File: config.mk
export PLATFORM = sky130hd
export DESIGN_NAME = shift_unit_top
export DESIGN_NICKNAME = d
export VERILOG_FILES = /design/src/verilog/shift_pkg.sv /design/src/verilog/shift_stage_if.sv /design/src/verilog/shift_decode.sv /design/src/verilog/shift_funnel.sv /design/src/verilog/shift_flags.sv /design/src/verilog/shift_unit_top.sv
export SDC_FILE = /design/constraint.sdc
export NUM_CORES = 1
export LEC_CHECK = 0
export ABC_AREA = 1
export BUFFER_PORTS_ARGS = -buffer_cell sky130_fd_sc_hd__buf_2
export CAP_MARGIN = 20
export CORE_MARGIN = 4
export CORE_UTILIZATION = 50
export CTS_BUF_LIST = sky130_fd_sc_hd__clkbuf_4
export DETAILED_ROUTE_END_ITERATION = 10
export PLACE_DENSITY_LB_ADDON = 0.25
export SLEW_MARGIN = 5
export SYNTH_ARGS = -nofsm -noshare
export SYNTH_HDL_FRONTEND = slang
export SYNTH_SLANG_ARGS = --single-unit
File: constraint.sdc
create_clock -name clk -period 3 [get_ports clk]
set_input_delay 0.3 -clock clk [delete_from_list [all_inputs] [get_ports clk]]
set_output_delay 0.3 -clock clk [all_outputs]
set_load 0.02 [all_outputs]
File: src/verilog/shift_pkg.sv
/*
 * Shift unit package.
 * Operation and operand size encodings, datapath widths and small helpers
 * shared by the pipelined x86 shift and rotate unit.
 */
`default_nettype none

package shift_pkg;

    // ----------------------------------------
    // widths
    // ----------------------------------------
    localparam int DATA_W   = 32;           // architectural word
    localparam int FUNNEL_W = 2 * DATA_W;   // two words side by side
    localparam int WINDOW_W = DATA_W + 1;   // result plus carry bit
    localparam int COUNT_W  = $clog2(DATA_W);

    typedef logic [COUNT_W-1:0] count_t;    // masked to 5 bits like x86
    typedef logic [DATA_W-1:0]  data_t;

    // ----------------------------------------
    // encodings
    // ----------------------------------------
    typedef enum logic [2:0] {
        SHL,
        SHR,
        SAR,
        ROL,
        ROR,
        SHLD,
        SHRD
    } shift_op_e;

    typedef enum logic [1:0] {
        SIZE_8,
        SIZE_16,
        SIZE_32
    } opsize_e;

    // left family shares the left funnel window
    function automatic logic is_left(shift_op_e op);
        return (op == SHL) || (op == ROL) || (op == SHLD);
    endfunction

    function automatic int unsigned size_bits(opsize_e size);
        case (size)
            SIZE_8:  return 8;
            SIZE_16: return 16;
            default: return 32;
        endcase
    endfunction

endpackage

`default_nettype wire

File: src/verilog/shift_stage_if.sv
/*
 * Pipeline stage link.
 * Valid/ready stream between two shift stages, carrying the operation
 * fields alongside a payload whose width depends on the link.
 */
`timescale 1ns/100ps
`default_nettype none

interface shift_stage_if #(
    parameter int PAYLOAD_W = shift_pkg::FUNNEL_W
) ();
    import shift_pkg::*;

    logic                 valid;
    logic                 ready;
    shift_op_e            op;
    opsize_e              size;
    count_t               count;
    data_t                orig_dst;  // untouched destination operand
    logic [PAYLOAD_W-1:0] payload;

    // upstream side
    modport src (
        output valid, op, size, count, orig_dst, payload,
        input  ready
    );

    // downstream side
    modport dst (
        input  valid, op, size, count, orig_dst, payload,
        output ready
    );

endinterface

`default_nettype wire

File: src/verilog/shift_decode.sv
/*
 * Shift unit stage 1.
 * Accepts an operation and builds the 64-bit funnel word that the
 * window stage slices, with operands replicated or filled per size.
 */
`timescale 1ns/100ps
`default_nettype none

module shift_decode (
    input  logic                 clk,
    input  logic                 rst_n,
    input  logic                 in_valid,
    output logic                 in_ready,
    input  shift_pkg::shift_op_e in_op,
    input  shift_pkg::opsize_e   in_size,
    input  shift_pkg::data_t     in_dst,
    input  shift_pkg::data_t     in_src,
    input  shift_pkg::count_t    in_count,
    shift_stage_if.src           down
);
    import shift_pkg::*;

    logic                accept;
    data_t               dst_rep;   // dst repeated to fill a word
    data_t               src_rep;
    data_t               dst_zext;
    data_t               dst_sext;
    logic                sign;
    logic [FUNNEL_W-1:0] funnel;

    assign in_ready = ~down.valid | down.ready;
    assign accept   = in_valid & in_ready;

    // ----------------------------------------
    // operand forms per size
    // ----------------------------------------
    always_comb begin
        case (in_size)
            SIZE_8: begin
                dst_rep  = {4{in_dst[7:0]}};
                src_rep  = {4{in_src[7:0]}};    // not used by legal ops
                sign     = in_dst[7];
                dst_zext = {24'b0, in_dst[7:0]};
                dst_sext = {{24{sign}}, in_dst[7:0]};
            end
            SIZE_16: begin
                dst_rep  = {2{in_dst[15:0]}};
                src_rep  = {2{in_src[15:0]}};
                sign     = in_dst[15];
                dst_zext = {16'b0, in_dst[15:0]};
                dst_sext = {{16{sign}}, in_dst[15:0]};
            end
            default: begin
                dst_rep  = in_dst;
                src_rep  = in_src;
                sign     = in_dst[31];
                dst_zext = in_dst;
                dst_sext = in_dst;
            end
        endcase
    end

    always_comb begin
        case (in_op)
            SHL:      funnel = {dst_rep, {DATA_W{1'b0}}};
            SHR:      funnel = {{DATA_W{1'b0}}, dst_zext};
            SAR:      funnel = {{DATA_W{sign}}, dst_sext};
            ROL, ROR: funnel = {dst_rep, dst_rep};
            SHLD:     funnel = {dst_rep, src_rep};      // src fills from below
            default:  funnel = (in_size == SIZE_16) ?   // SHRD, src fills from above
                               {src_rep, in_src[15:0], in_dst[15:0]} :
                               {in_src, in_dst};
        endcase
    end

    // ----------------------------------------
    // output register
    // ----------------------------------------
    always_ff @(posedge clk) begin
        if (!rst_n)
            down.valid <= 1'b0;
        else if (accept)
            down.valid <= 1'b1;
        else if (down.ready)
            down.valid <= 1'b0;
    end

    always_ff @(posedge clk) begin
        if (accept) begin
            down.op       <= in_op;
            down.size     <= in_size;
            down.count    <= in_count;
            down.orig_dst <= in_dst;
            down.payload  <= funnel;
        end
    end

    // double-precision shifts only exist for 16 and 32-bit operands
    a_shxd_size: assert property (@(posedge clk) disable iff (!rst_n)
        in_valid && (in_op == SHLD || in_op == SHRD) |-> in_size != SIZE_8)
        else $error("shift_decode: SHLD/SHRD issued with 8-bit operand size");

endmodule

`default_nettype wire

File: src/verilog/shift_funnel.sv
/*
 * Shift unit stage 2.
 * Slides a 33-bit window over the funnel word by the shift count.
 * Left ops keep the carry-out in the top bit, right ops in bit 0.
 */
`timescale 1ns/100ps
`default_nettype none

module shift_funnel (
    input  logic       clk,
    input  logic       rst_n,
    shift_stage_if.dst up,
    shift_stage_if.src down
);
    import shift_pkg::*;

    logic                accept;
    logic [FUNNEL_W:0]   left_ext;   // extra bit above for count zero
    logic [FUNNEL_W:0]   right_ext;  // extra bit below for count zero
    logic [WINDOW_W-1:0] window;

    assign up.ready = ~down.valid | down.ready;
    assign accept   = up.valid & up.ready;

    // ----------------------------------------
    // window select
    // ----------------------------------------
    // left: bits [64-c : 32-c] of the funnel, carry on top
    assign left_ext  = {1'b0, up.payload} << up.count;
    // right: bits [31+c : c-1], last bit shifted out in bit 0
    assign right_ext = {up.payload, 1'b0} >> up.count;

    always_comb begin
        if (is_left(up.op))
            window = left_ext[FUNNEL_W -: WINDOW_W];
        else
            window = right_ext[WINDOW_W-1:0];
    end

    // ----------------------------------------
    // output register
    // ----------------------------------------
    always_ff @(posedge clk) begin
        if (!rst_n)
            down.valid <= 1'b0;
        else if (accept)
            down.valid <= 1'b1;
        else if (down.ready)
            down.valid <= 1'b0;   // drained downstream
    end

    // held while stalled, only reloaded on a transfer
    always_ff @(posedge clk) begin
        if (accept) begin
            down.op       <= up.op;
            down.size     <= up.size;
            down.count    <= up.count;
            down.orig_dst <= up.orig_dst;
            down.payload  <= window;
        end
    end

endmodule

`default_nettype wire

File: src/verilog/shift_flags.sv
/*
 * Shift unit stage 3.
 * Cuts the window to the operand size, derives carry and overflow,
 * and registers the result with the write and flag-update strobes.
 */
`timescale 1ns/100ps
`default_nettype none

module shift_flags (
    input  logic              clk,
    input  logic              rst_n,
    shift_stage_if.dst        up,
    output logic              out_valid,
    input  logic              out_ready,
    output shift_pkg::data_t  out_result,
    output logic              out_cflag,
    output logic              out_oflag,
    output logic              out_flags_update,
    output logic              out_no_write
);
    import shift_pkg::*;

    logic  accept;
    data_t full;        // unsized result bits
    data_t result;
    data_t dst_sized;
    logic  top_bit;
    logic  next_bit;
    logic  edge_bit;    // left carry at the operand width
    logic  rot_wrap;    // count is a whole multiple of the width
    logic  cflag;
    logic  oflag;
    logic  no_write;

    assign up.ready = ~out_valid | out_ready;
    assign accept   = up.valid & up.ready;
    assign full     = is_left(up.op) ? up.payload[DATA_W-1:0] : up.payload[DATA_W:1];

    always_comb begin
        case (up.size)
            SIZE_8: begin
                result    = {24'b0, full[7:0]};
                dst_sized = {24'b0, up.orig_dst[7:0]};
                top_bit   = full[7];
                next_bit  = full[6];
                edge_bit  = up.payload[8];
                rot_wrap  = (up.count[2:0] == 3'd0);
            end
            SIZE_16: begin
                result    = {16'b0, full[15:0]};
                dst_sized = {16'b0, up.orig_dst[15:0]};
                top_bit   = full[15];
                next_bit  = full[14];
                edge_bit  = up.payload[16];
                rot_wrap  = (up.count[3:0] == 4'd0);
            end
            default: begin
                result    = full;
                dst_sized = up.orig_dst;
                top_bit   = full[31];
                next_bit  = full[30];
                edge_bit  = up.payload[32];
                rot_wrap  = 1'b0;
            end
        endcase

        // ----------------------------------------
        // carry and overflow
        // ----------------------------------------
        cflag = is_left(up.op) ? edge_bit : up.payload[0];
        if ((up.op == SHL || up.op == SHLD) && up.count > size_bits(up.size))
            cflag = 1'b0;   // everything shifted out

        case (up.op)
            SHL, SHLD:      oflag = top_bit ^ cflag;
            SHR, SHRD, ROR: oflag = top_bit ^ next_bit;
            ROL:            oflag = top_bit ^ result[0];
            default:        oflag = 1'b0;   // SAR
        endcase

        no_write = (up.count == '0) || ((up.op == ROL || up.op == ROR) && rot_wrap);

        if (up.count == '0) begin
            result = dst_sized;   // destination passes through
            cflag  = 1'b0;
            oflag  = 1'b0;
        end
    end

    // ----------------------------------------
    // output register
    // ----------------------------------------
    always_ff @(posedge clk) begin
        if (!rst_n)
            out_valid <= 1'b0;
        else if (accept)
            out_valid <= 1'b1;
        else if (out_ready)
            out_valid <= 1'b0;
    end

    always_ff @(posedge clk) begin
        if (accept) begin
            out_result       <= result;
            out_cflag        <= cflag;
            out_oflag        <= oflag;
            out_flags_update <= (up.count != '0);
            out_no_write     <= no_write;
        end
    end

    // a stalled output must not change under the consumer
    a_out_hold: assert property (@(posedge clk) disable iff (!rst_n)
        out_valid && !out_ready |=> out_valid && $stable(out_result) &&
        $stable(out_cflag) && $stable(out_oflag) &&
        $stable(out_flags_update) && $stable(out_no_write))
        else $error("shift_flags: output changed while stalled");

endmodule

`default_nettype wire

File: src/verilog/shift_unit_top.sv
/*
 * Pipelined x86 shift and rotate unit.
 * Three stages, decode, window select and flags, chained by
 * valid/ready links with a latency of three cycles.
 */
`timescale 1ns/100ps
`default_nettype none

module shift_unit_top (
    input  logic                 clk,
    input  logic                 rst_n,
    input  logic                 in_valid,
    output logic                 in_ready,
    input  shift_pkg::shift_op_e in_op,
    input  shift_pkg::opsize_e   in_size,
    input  shift_pkg::data_t     in_dst,
    input  shift_pkg::data_t     in_src,
    input  shift_pkg::count_t    in_count,
    output logic                 out_valid,
    input  logic                 out_ready,
    output shift_pkg::data_t     out_result,
    output logic                 out_cflag,
    output logic                 out_oflag,
    output logic                 out_flags_update,
    output logic                 out_no_write
);
    import shift_pkg::*;

    // ----------------------------------------
    // stage links
    // ----------------------------------------
    shift_stage_if #(.PAYLOAD_W(FUNNEL_W)) link_a ();   // funnel word
    shift_stage_if #(.PAYLOAD_W(WINDOW_W)) link_b ();   // shifted window

    shift_decode u_decode (
        .clk      (clk),
        .rst_n    (rst_n),
        .in_valid (in_valid),
        .in_ready (in_ready),
        .in_op    (in_op),
        .in_size  (in_size),
        .in_dst   (in_dst),
        .in_src   (in_src),
        .in_count (in_count),
        .down     (link_a.src)
    );

    shift_funnel u_funnel (
        .clk   (clk),
        .rst_n (rst_n),
        .up    (link_a.dst),
        .down  (link_b.src)
    );

    shift_flags u_flags (
        .clk              (clk),
        .rst_n            (rst_n),
        .up               (link_b.dst),
        .out_valid        (out_valid),
        .out_ready        (out_ready),
        .out_result       (out_result),
        .out_cflag        (out_cflag),
        .out_oflag        (out_oflag),
        .out_flags_update (out_flags_update),
        .out_no_write     (out_no_write)
    );

endmodule

`default_nettype wire

==> results.py, run 1 <==
metrics = {
    "setup_path": {
        "crit_chain": "dlygate4sd3_1, buf_2, nand2_1, o221ai_1, dlygate4sd3_1, o2111ai_1, dlygate4sd3_1",
        "crit_type": "in2reg",
        "cp_num_buf_inv": 4,
        "crit_path_end_kind": "register",
        "worst_path_max_delay_cell": "dlygate4sd3_1",
        "r2r_cells": 10,
        "cp_num_cells": 7,
        "crit_top_cell": "dlygate4sd3_1",
        "slowest_delay_ps": 600,
        "critPathTopFamily": "buffers and inverters",
        "start_kind": "input pin",
        "cp_max_fo": 16,
        "cp.required_ps": 3560,
        "cp.arrival_ps": 3320,
    },
    "floorplan": {
        "initial_utilization_pct": 50.81,
        "core-area_mm2": 0.03156,
        "ioPinCount": 116,
        "num_rows": 65,
        "die_x_um": 187.1,
        "die_h_um": 187.1,
        "die-area_mm2": 0.03500,
    },
    "clocking": {
        "h-tree-depth": 2,
        "cts.sinks": 220,
        "post-cts-setup-buffer-count": 0,
        "clkLatencyLatePin_ps": 810,
        "cts_tree": "built",
        "clk_pin_slew_worst_paths_ps": 70,
        "cts_root_buf": "clkbuf_4",
        "cts_made_buffers": 60,
        "clockBufferDepth": 3,
    },
    "grt": {
        "grt_pass1_wl_mm": 97.04,
        "grt_use_met3_pct": 9.593,
        "grtUsageMet1_pct": 50.70,
        "use_met2_pct": 53.02,
        "antenna_found_initial": 1,
        "globalRoute.totalOverflow": 0,
        "grt_pass1_vias": 15570,
        "grt_usage_pct": 36.23,
        "grt.busiest_layer": "met2",
        "grt_max_degree": 118,
    },
    "place": {
        "port_buffers": 115,
        "place_inst": 2694,
        "place.gp.congestion": 0.9782,
        "dpl.hpwl_mm": 47.68,
    },
    "synth": {
        "synth_top_area_share_pct": 40.64,
        "syn_area_mm2": 0.01603,
        "synth_edf_count": 217,
        "ys_ff_latch": 220,
        "synth_top_cells_by_count": "nand2_1 (821), nand3_1 (276), edfxtp_1 (217)",
        "yosysWarnings": 0,
        "syn-instance-count": 2277,
        "synth.largest_area_cell": "edfxtp_1",
        "synth.yosys.seq_area_share_pct": 41.01,
        "syn_avg_cell_area_um2": 7.042,
        "synth_most_common_cell": "nand2_1",
        "ys_types": 46,
        "yosys-top-cells-area": "edfxtp_1 (41%), nand2_1 (19%), nand3_1 (8.6%)",
        "synthFlopType": "edfxtp_1",
        "syn_nets": 2357,
        "async_flop_share_pct": 0,
    },
    "timing": {
        "skew_ps": 70.63,
        "setup_violations": 0,
        "slew_headroom_pct": 40.99,
        "hold_viol": 0,
        "fmax_mhz": 362.6,
        "tns_ps": 0,
        "tightest_slew_ps": 879.7,
        "finalCritPeriodShare_pct": 91.92,
        "rsz0062_at_grt": "false",
        "slew_viol_final": 0,
        "period_needed_ps": 2758,
    },
    "final_layout": {
        "fill_cells": 2985,
        "area.growth.synth_to_final_pct": 16.28,
        "drive_above_1_share_pct": 11.78,
        "fin_cells": 2883,
        "nets": 2514,
    },
    "power": {
        "powerDensity_mw_per_mm2": 493.3,
        "irDropWorstVdd_mv": 0.3311,
        "p_leak_nw": 8.560,
    },
    "detailed_routing": {
        "dr.pass1.iters": 6,
        "vias": 17230,
        "antenna_left": 0,
        "drcViolationCount": 0,
        "wl_per_cell_um": 22.71,
        "first_iter_violations": 2364,
        "drt-total-wl_mm": 65.46,
        "viasPerCell": 5.976,
    },
    "min_path": {
        "min_path_type": "in2reg",
        "holdPathStages": 2,
    },
    "status": {
        "status": "completed",
    },
    "job": {
        "cap_violations": 0,
    },
}
## path summary, 6_finish.rpt
kind,from,endpoint,slack [ps]
setup / recovery,in_size[0],u_decode.down.payload[26],240
hold / removal,in_size[1],u_decode.down.size[1],120
setup reg to reg,u_decode.down.count[0],u_funnel.down.payload[23],340
hold reg to reg,u_decode.down.orig_dst[26],u_funnel.down.orig_dst[26],410
## through the flow
stage                     setup slack (ps)  hold slack [ps]  instance area [um^2]  util, %  power (mW)
after floorplan                      54.26            398.9                 16040        -       5.241
after detailed placement             524.6            404.5                 17010    53.91       6.093
after CTS                            414.4            35.74                 18640    59.06       9.174
after global placement               525.5            402.2                 16980    53.82       6.088
final                                242.4            120.4                 18640    59.08       9.197
after global routing                 168.5            84.00                 18640    59.07       9.642
## final cells by class
class                           instances  area, um^2  share of cell area [%]
Antenna cell                            3       7.507                 0.04027
Clock buffer                           81       608.1                   3.262
Clock inverter                         25       217.7                   1.168
Inverter                              163       621.8                   3.335
Multi-Input combinational cell       1741        8140                   43.66
Sequential cell                       220        6576                   35.27
Tap cell                              402       503.0                   2.698
Timing Repair Buffer                  248        1969                   10.56
## registers in the layout, summed over array words and instances, names as in the netlist
name / count
u_decode.down.count: 5
u_decode.down.op: 3
u_decode.down.orig_dst: 32
u_decode.down.payload: 64
u_decode.down.size: 2
u_decode.down.valid: 1
u_flags.out_cflag: 1
u_flags.out_flags_update: 1
u_flags.out_no_write: 1
u_flags.out_oflag: 1
u_flags.out_result: 32
u_flags.out_valid: 1
u_funnel.down.count: 5
u_funnel.down.op: 3
u_funnel.down.orig_dst: 32
u_funnel.down.payload: 33
u_funnel.down.size: 2
u_funnel.down.valid: 1
## cell families after synthesis
logic type | count (synthesis) | synth area share (%)
and+or+nand+nor | 1259 | 32.42
muxes | 43 | 2.684
buffers and inverters | 316 | 8.318
DFF | 220 | 41.01
AOI/OAI and AO/OA | 437 | 15.40
adders and majority gates | 2 | 0.1560
## routing by layer
layer	up-vias	share of wire, %
met5	-	0
met3	151	12
met4	0	4.9
met2	1129	42
met1	7881	41
li1	8068	-
## power by group
part | leakage [nW] | total [mW] | switching (mW) | internal [mW]
Combinational | 5.97 | 2.38 | 1.63 | 0.747
Sequential | 2.11 | 3.84 | 0.194 | 3.65
Clock | 0.481 | 2.98 | 1.37 | 1.61
Total | 8.56 | 9.20 | 3.19 | 6.00
## timing repair
action | in CTS | in global routing
hold buffers | 80 | 0
endpoints found under the hold margin | 98 | 0
resized for setup | 0 | 0
## cell usage in the layout (no fill, tap or decap), drive strengths merged, types with 2 or more instances in the layout
| cell type | count |
|---|---|
| a211oi | 7 |
| a21boi | 14 |
| a21oi | 139 |
| a22oi | 5 |
| a31oi | 12 |
| and2 | 5 |
| buf | 168 |
| bufinv | 4 |
| clkbuf | 81 |
| clkinv | 23 |
| dfxtp | 3 |
| diode | 3 |
| dlygate4sd3 | 80 |
| edfxtp | 217 |
| ha | 2 |
| inv | 160 |
| mux2i | 43 |
| nand2 | 827 |
| nand3 | 280 |
| nand4 | 7 |
| nor2 | 130 |
| nor3 | 8 |
| o2111ai | 13 |
| o211ai | 51 |
| o21ai | 186 |
| o221ai | 3 |
| o22ai | 3 |
No activity file was read; power rests on OpenSTA's default activity.
==> inputs of run 2 (changes only) <==
Settings changed: CORE_MARGIN 4 to not set.
==> run 2 against run 1 <==
Clock power down 13%; largest cell class unchanged; highest routed layer is now met5; sequential power about the same; sequential cell count unchanged; die area down 6.3%.
==> results.py, run 2 (same netlist as run 1, synthesis figures left out) <==
metrics = {
    "clocking": {
        "cts_hold_buf": 56,
        "cts_root_buf": "clkbuf_4",
        "cts_tree": "built",
        "cts.sinks": 220,
        "clk_pin_slew_worst_paths_ps": 70,
        "clkLatencyLatePin_ps": 740,
        "ctsResizeCount": 0,
        "clockBufferDepth": 3,
        "cts_made_buffers": 57,
        "h-tree-depth": 2,
        "post-cts-setup-buffer-count": 0,
    },
    "floorplan": {
        "ioPinCount": 116,
        "die_x_um": 181.1,
        "core-area_mm2": 0.03156,
        "initial_utilization_pct": 50.81,
        "die-area_mm2": 0.03279,
        "num_rows": 65,
        "die_h_um": 181.1,
    },
    "grt": {
        "globalRoute.totalOverflow": 0,
        "use_met2_pct": 57.51,
        "grt_pass1_vias": 15750,
        "grt_use_met3_pct": 8.063,
        "grt_usage_pct": 38.02,
        "antenna_found_initial": 4,
        "grt.busiest_layer": "met2",
        "grtUsageMet1_pct": 51.57,
        "grt_pass1_wl_mm": 93.56,
        "grt_max_degree": 118,
    },
    "setup_path": {
        "crit_path_end_kind": "register",
        "cp.arrival_ps": 2940,
        "cp_max_fo": 39,
        "cp.required_ps": 3560,
        "crit_type": "reg2reg",
        "start_kind": "register",
    },
    "final_layout": {
        "largest_register_ffs": 64,
        "mostFrequentLayoutCells": "nand2_1 (821), nand3_1 (276), edfxtp_1 (217), o21ai_0 (164), inv_1 (148)",
        "area.growth.synth_to_final_pct": 14.28,
        "top_regs": "u_decode.down.payload: 64 flops, u_funnel.down.payload: 33 flops",
        "max_flop_register": "u_decode.down.payload",
        "postLayoutCellArea_mm2": 0.01832,
        "drive_above_1_share_pct": 11.81,
        "fill_cells": 3025,
        "final_common_cell": "nand2_1",
        "fin_util_pct": 58.07,
        "nets": 2492,
    },
    "timing": {
        "layout_setup_ws_ps": 614.9,
        "finalCritPeriodShare_pct": 79.50,
        "hold_viol": 0,
        "period_needed_ps": 2385,
        "skew_ps": 63.01,
        "rsz0062_at_grt": "false",
        "setup_violations": 0,
        "slew_headroom_pct": 44.23,
        "slew_viol_final": 0,
        "tightest_slew_ps": 827.8,
        "fmax_mhz": 419.3,
        "tns_ps": 0,
    },
    "place": {
        "place.gp.congestion": 1.030,
        "place_area_mm2": 0.01702,
        "pre_cts_slack_ps": 744.2,
        "port_buffers": 115,
        "dpl.hpwl_mm": 46.25,
    },
    "detailed_routing": {
        "viasPerCell": 5.956,
        "dr.pass1.iters": 6,
        "drcViolationCount": 0,
        "drt-total-wl_mm": 62.38,
        "vias": 17030,
        "first_iter_violations": 2537,
        "wl_per_cell_um": 21.82,
        "antenna_left": 0,
    },
    "power": {
        "irDropWorstVdd_mv": 0.4511,
        "p_leak_nw": 8.429,
        "powerDensity_mw_per_mm2": 478.6,
        "p_total_mw": 8.771,
    },
    "status": {
        "status": "completed",
    },
    "min_path": {
        "min_path_type": "in2reg",
    },
    "job": {
        "cap_violations": 0,
    },
}
==> run 2: cell count changes in the layout (fill, tap and decap cells not counted), moves of 2 or more <==
cell	before	now
clkinv_1	16	19
buf_4	38	44
clkbuf_4	81	73
clkinv_2	6	8
dlygate4sd3_1	80	56
bufinv_16	4	2
==> run 2: path summary, 6_finish.rpt <==
kind	end	start	depth (start not counted)	slack, ps
setup / recovery	u_funnel.down.payload[23]	u_decode.down.count[0]	10	610
hold / removal	u_decode.down.payload[52]	in_src[20]	3	40
setup reg to reg	u_funnel.down.payload[23]	u_decode.down.count[0]	10	610
hold reg to reg	u_funnel.down.orig_dst[0]	u_decode.down.orig_dst[0]	0	390
==> run 2: report_power, final <==
| part | internal, mW | switching (mW) |
|---|---|---|
| Sequential | 3.65 | 0.178 |
| Clock | 1.34 | 1.26 |
| Combinational | 0.725 | 1.62 |
==> run 2: per-layer routing <==
| metal | up-vias | wire length [um] |
|---|---|---|
| met5 | - | 25 |
| met4 | 4 | 3342 |
| met3 | 153 | 7233 |
| met2 | 1119 | 26760 |
| met1 | 7737 | 25020 |
| li1 | 8014 | - |
==> run 2: cell type report <==
cell class	count	area (um^2)	area share, %
diodes	2	5.005	0.02731
clock buffers	73	548.0	2.991
clock inverters	29	187.7	1.024
inverters	163	621.8	3.394
multi-input cells	1741	8140	44.42
flip-flops and latches	220	6576	35.89
well taps	402	503.0	2.745
repair buffers	229	1742	9.505
==> run 2: critical path, cell delays in order (launching register included) <==
cell and delay [ps]:
edfxtp_1 450, buf_4 390, nand2_1 120, a21boi_0 170
o21ai_0 410, nand2_1 130, nand2_1 100, nand2_1 100
nand3_1 120, nand3_1 80, nand2_1 160
==> run 2: per-stage QoR <==
stage,hold slack [ps],std cells
detailed placement,404.5,2699
global route,28.17,2858
finish,44.08,2859
floorplan,398.9,2277
CTS,0.5964,2857
global placement,404.4,2698
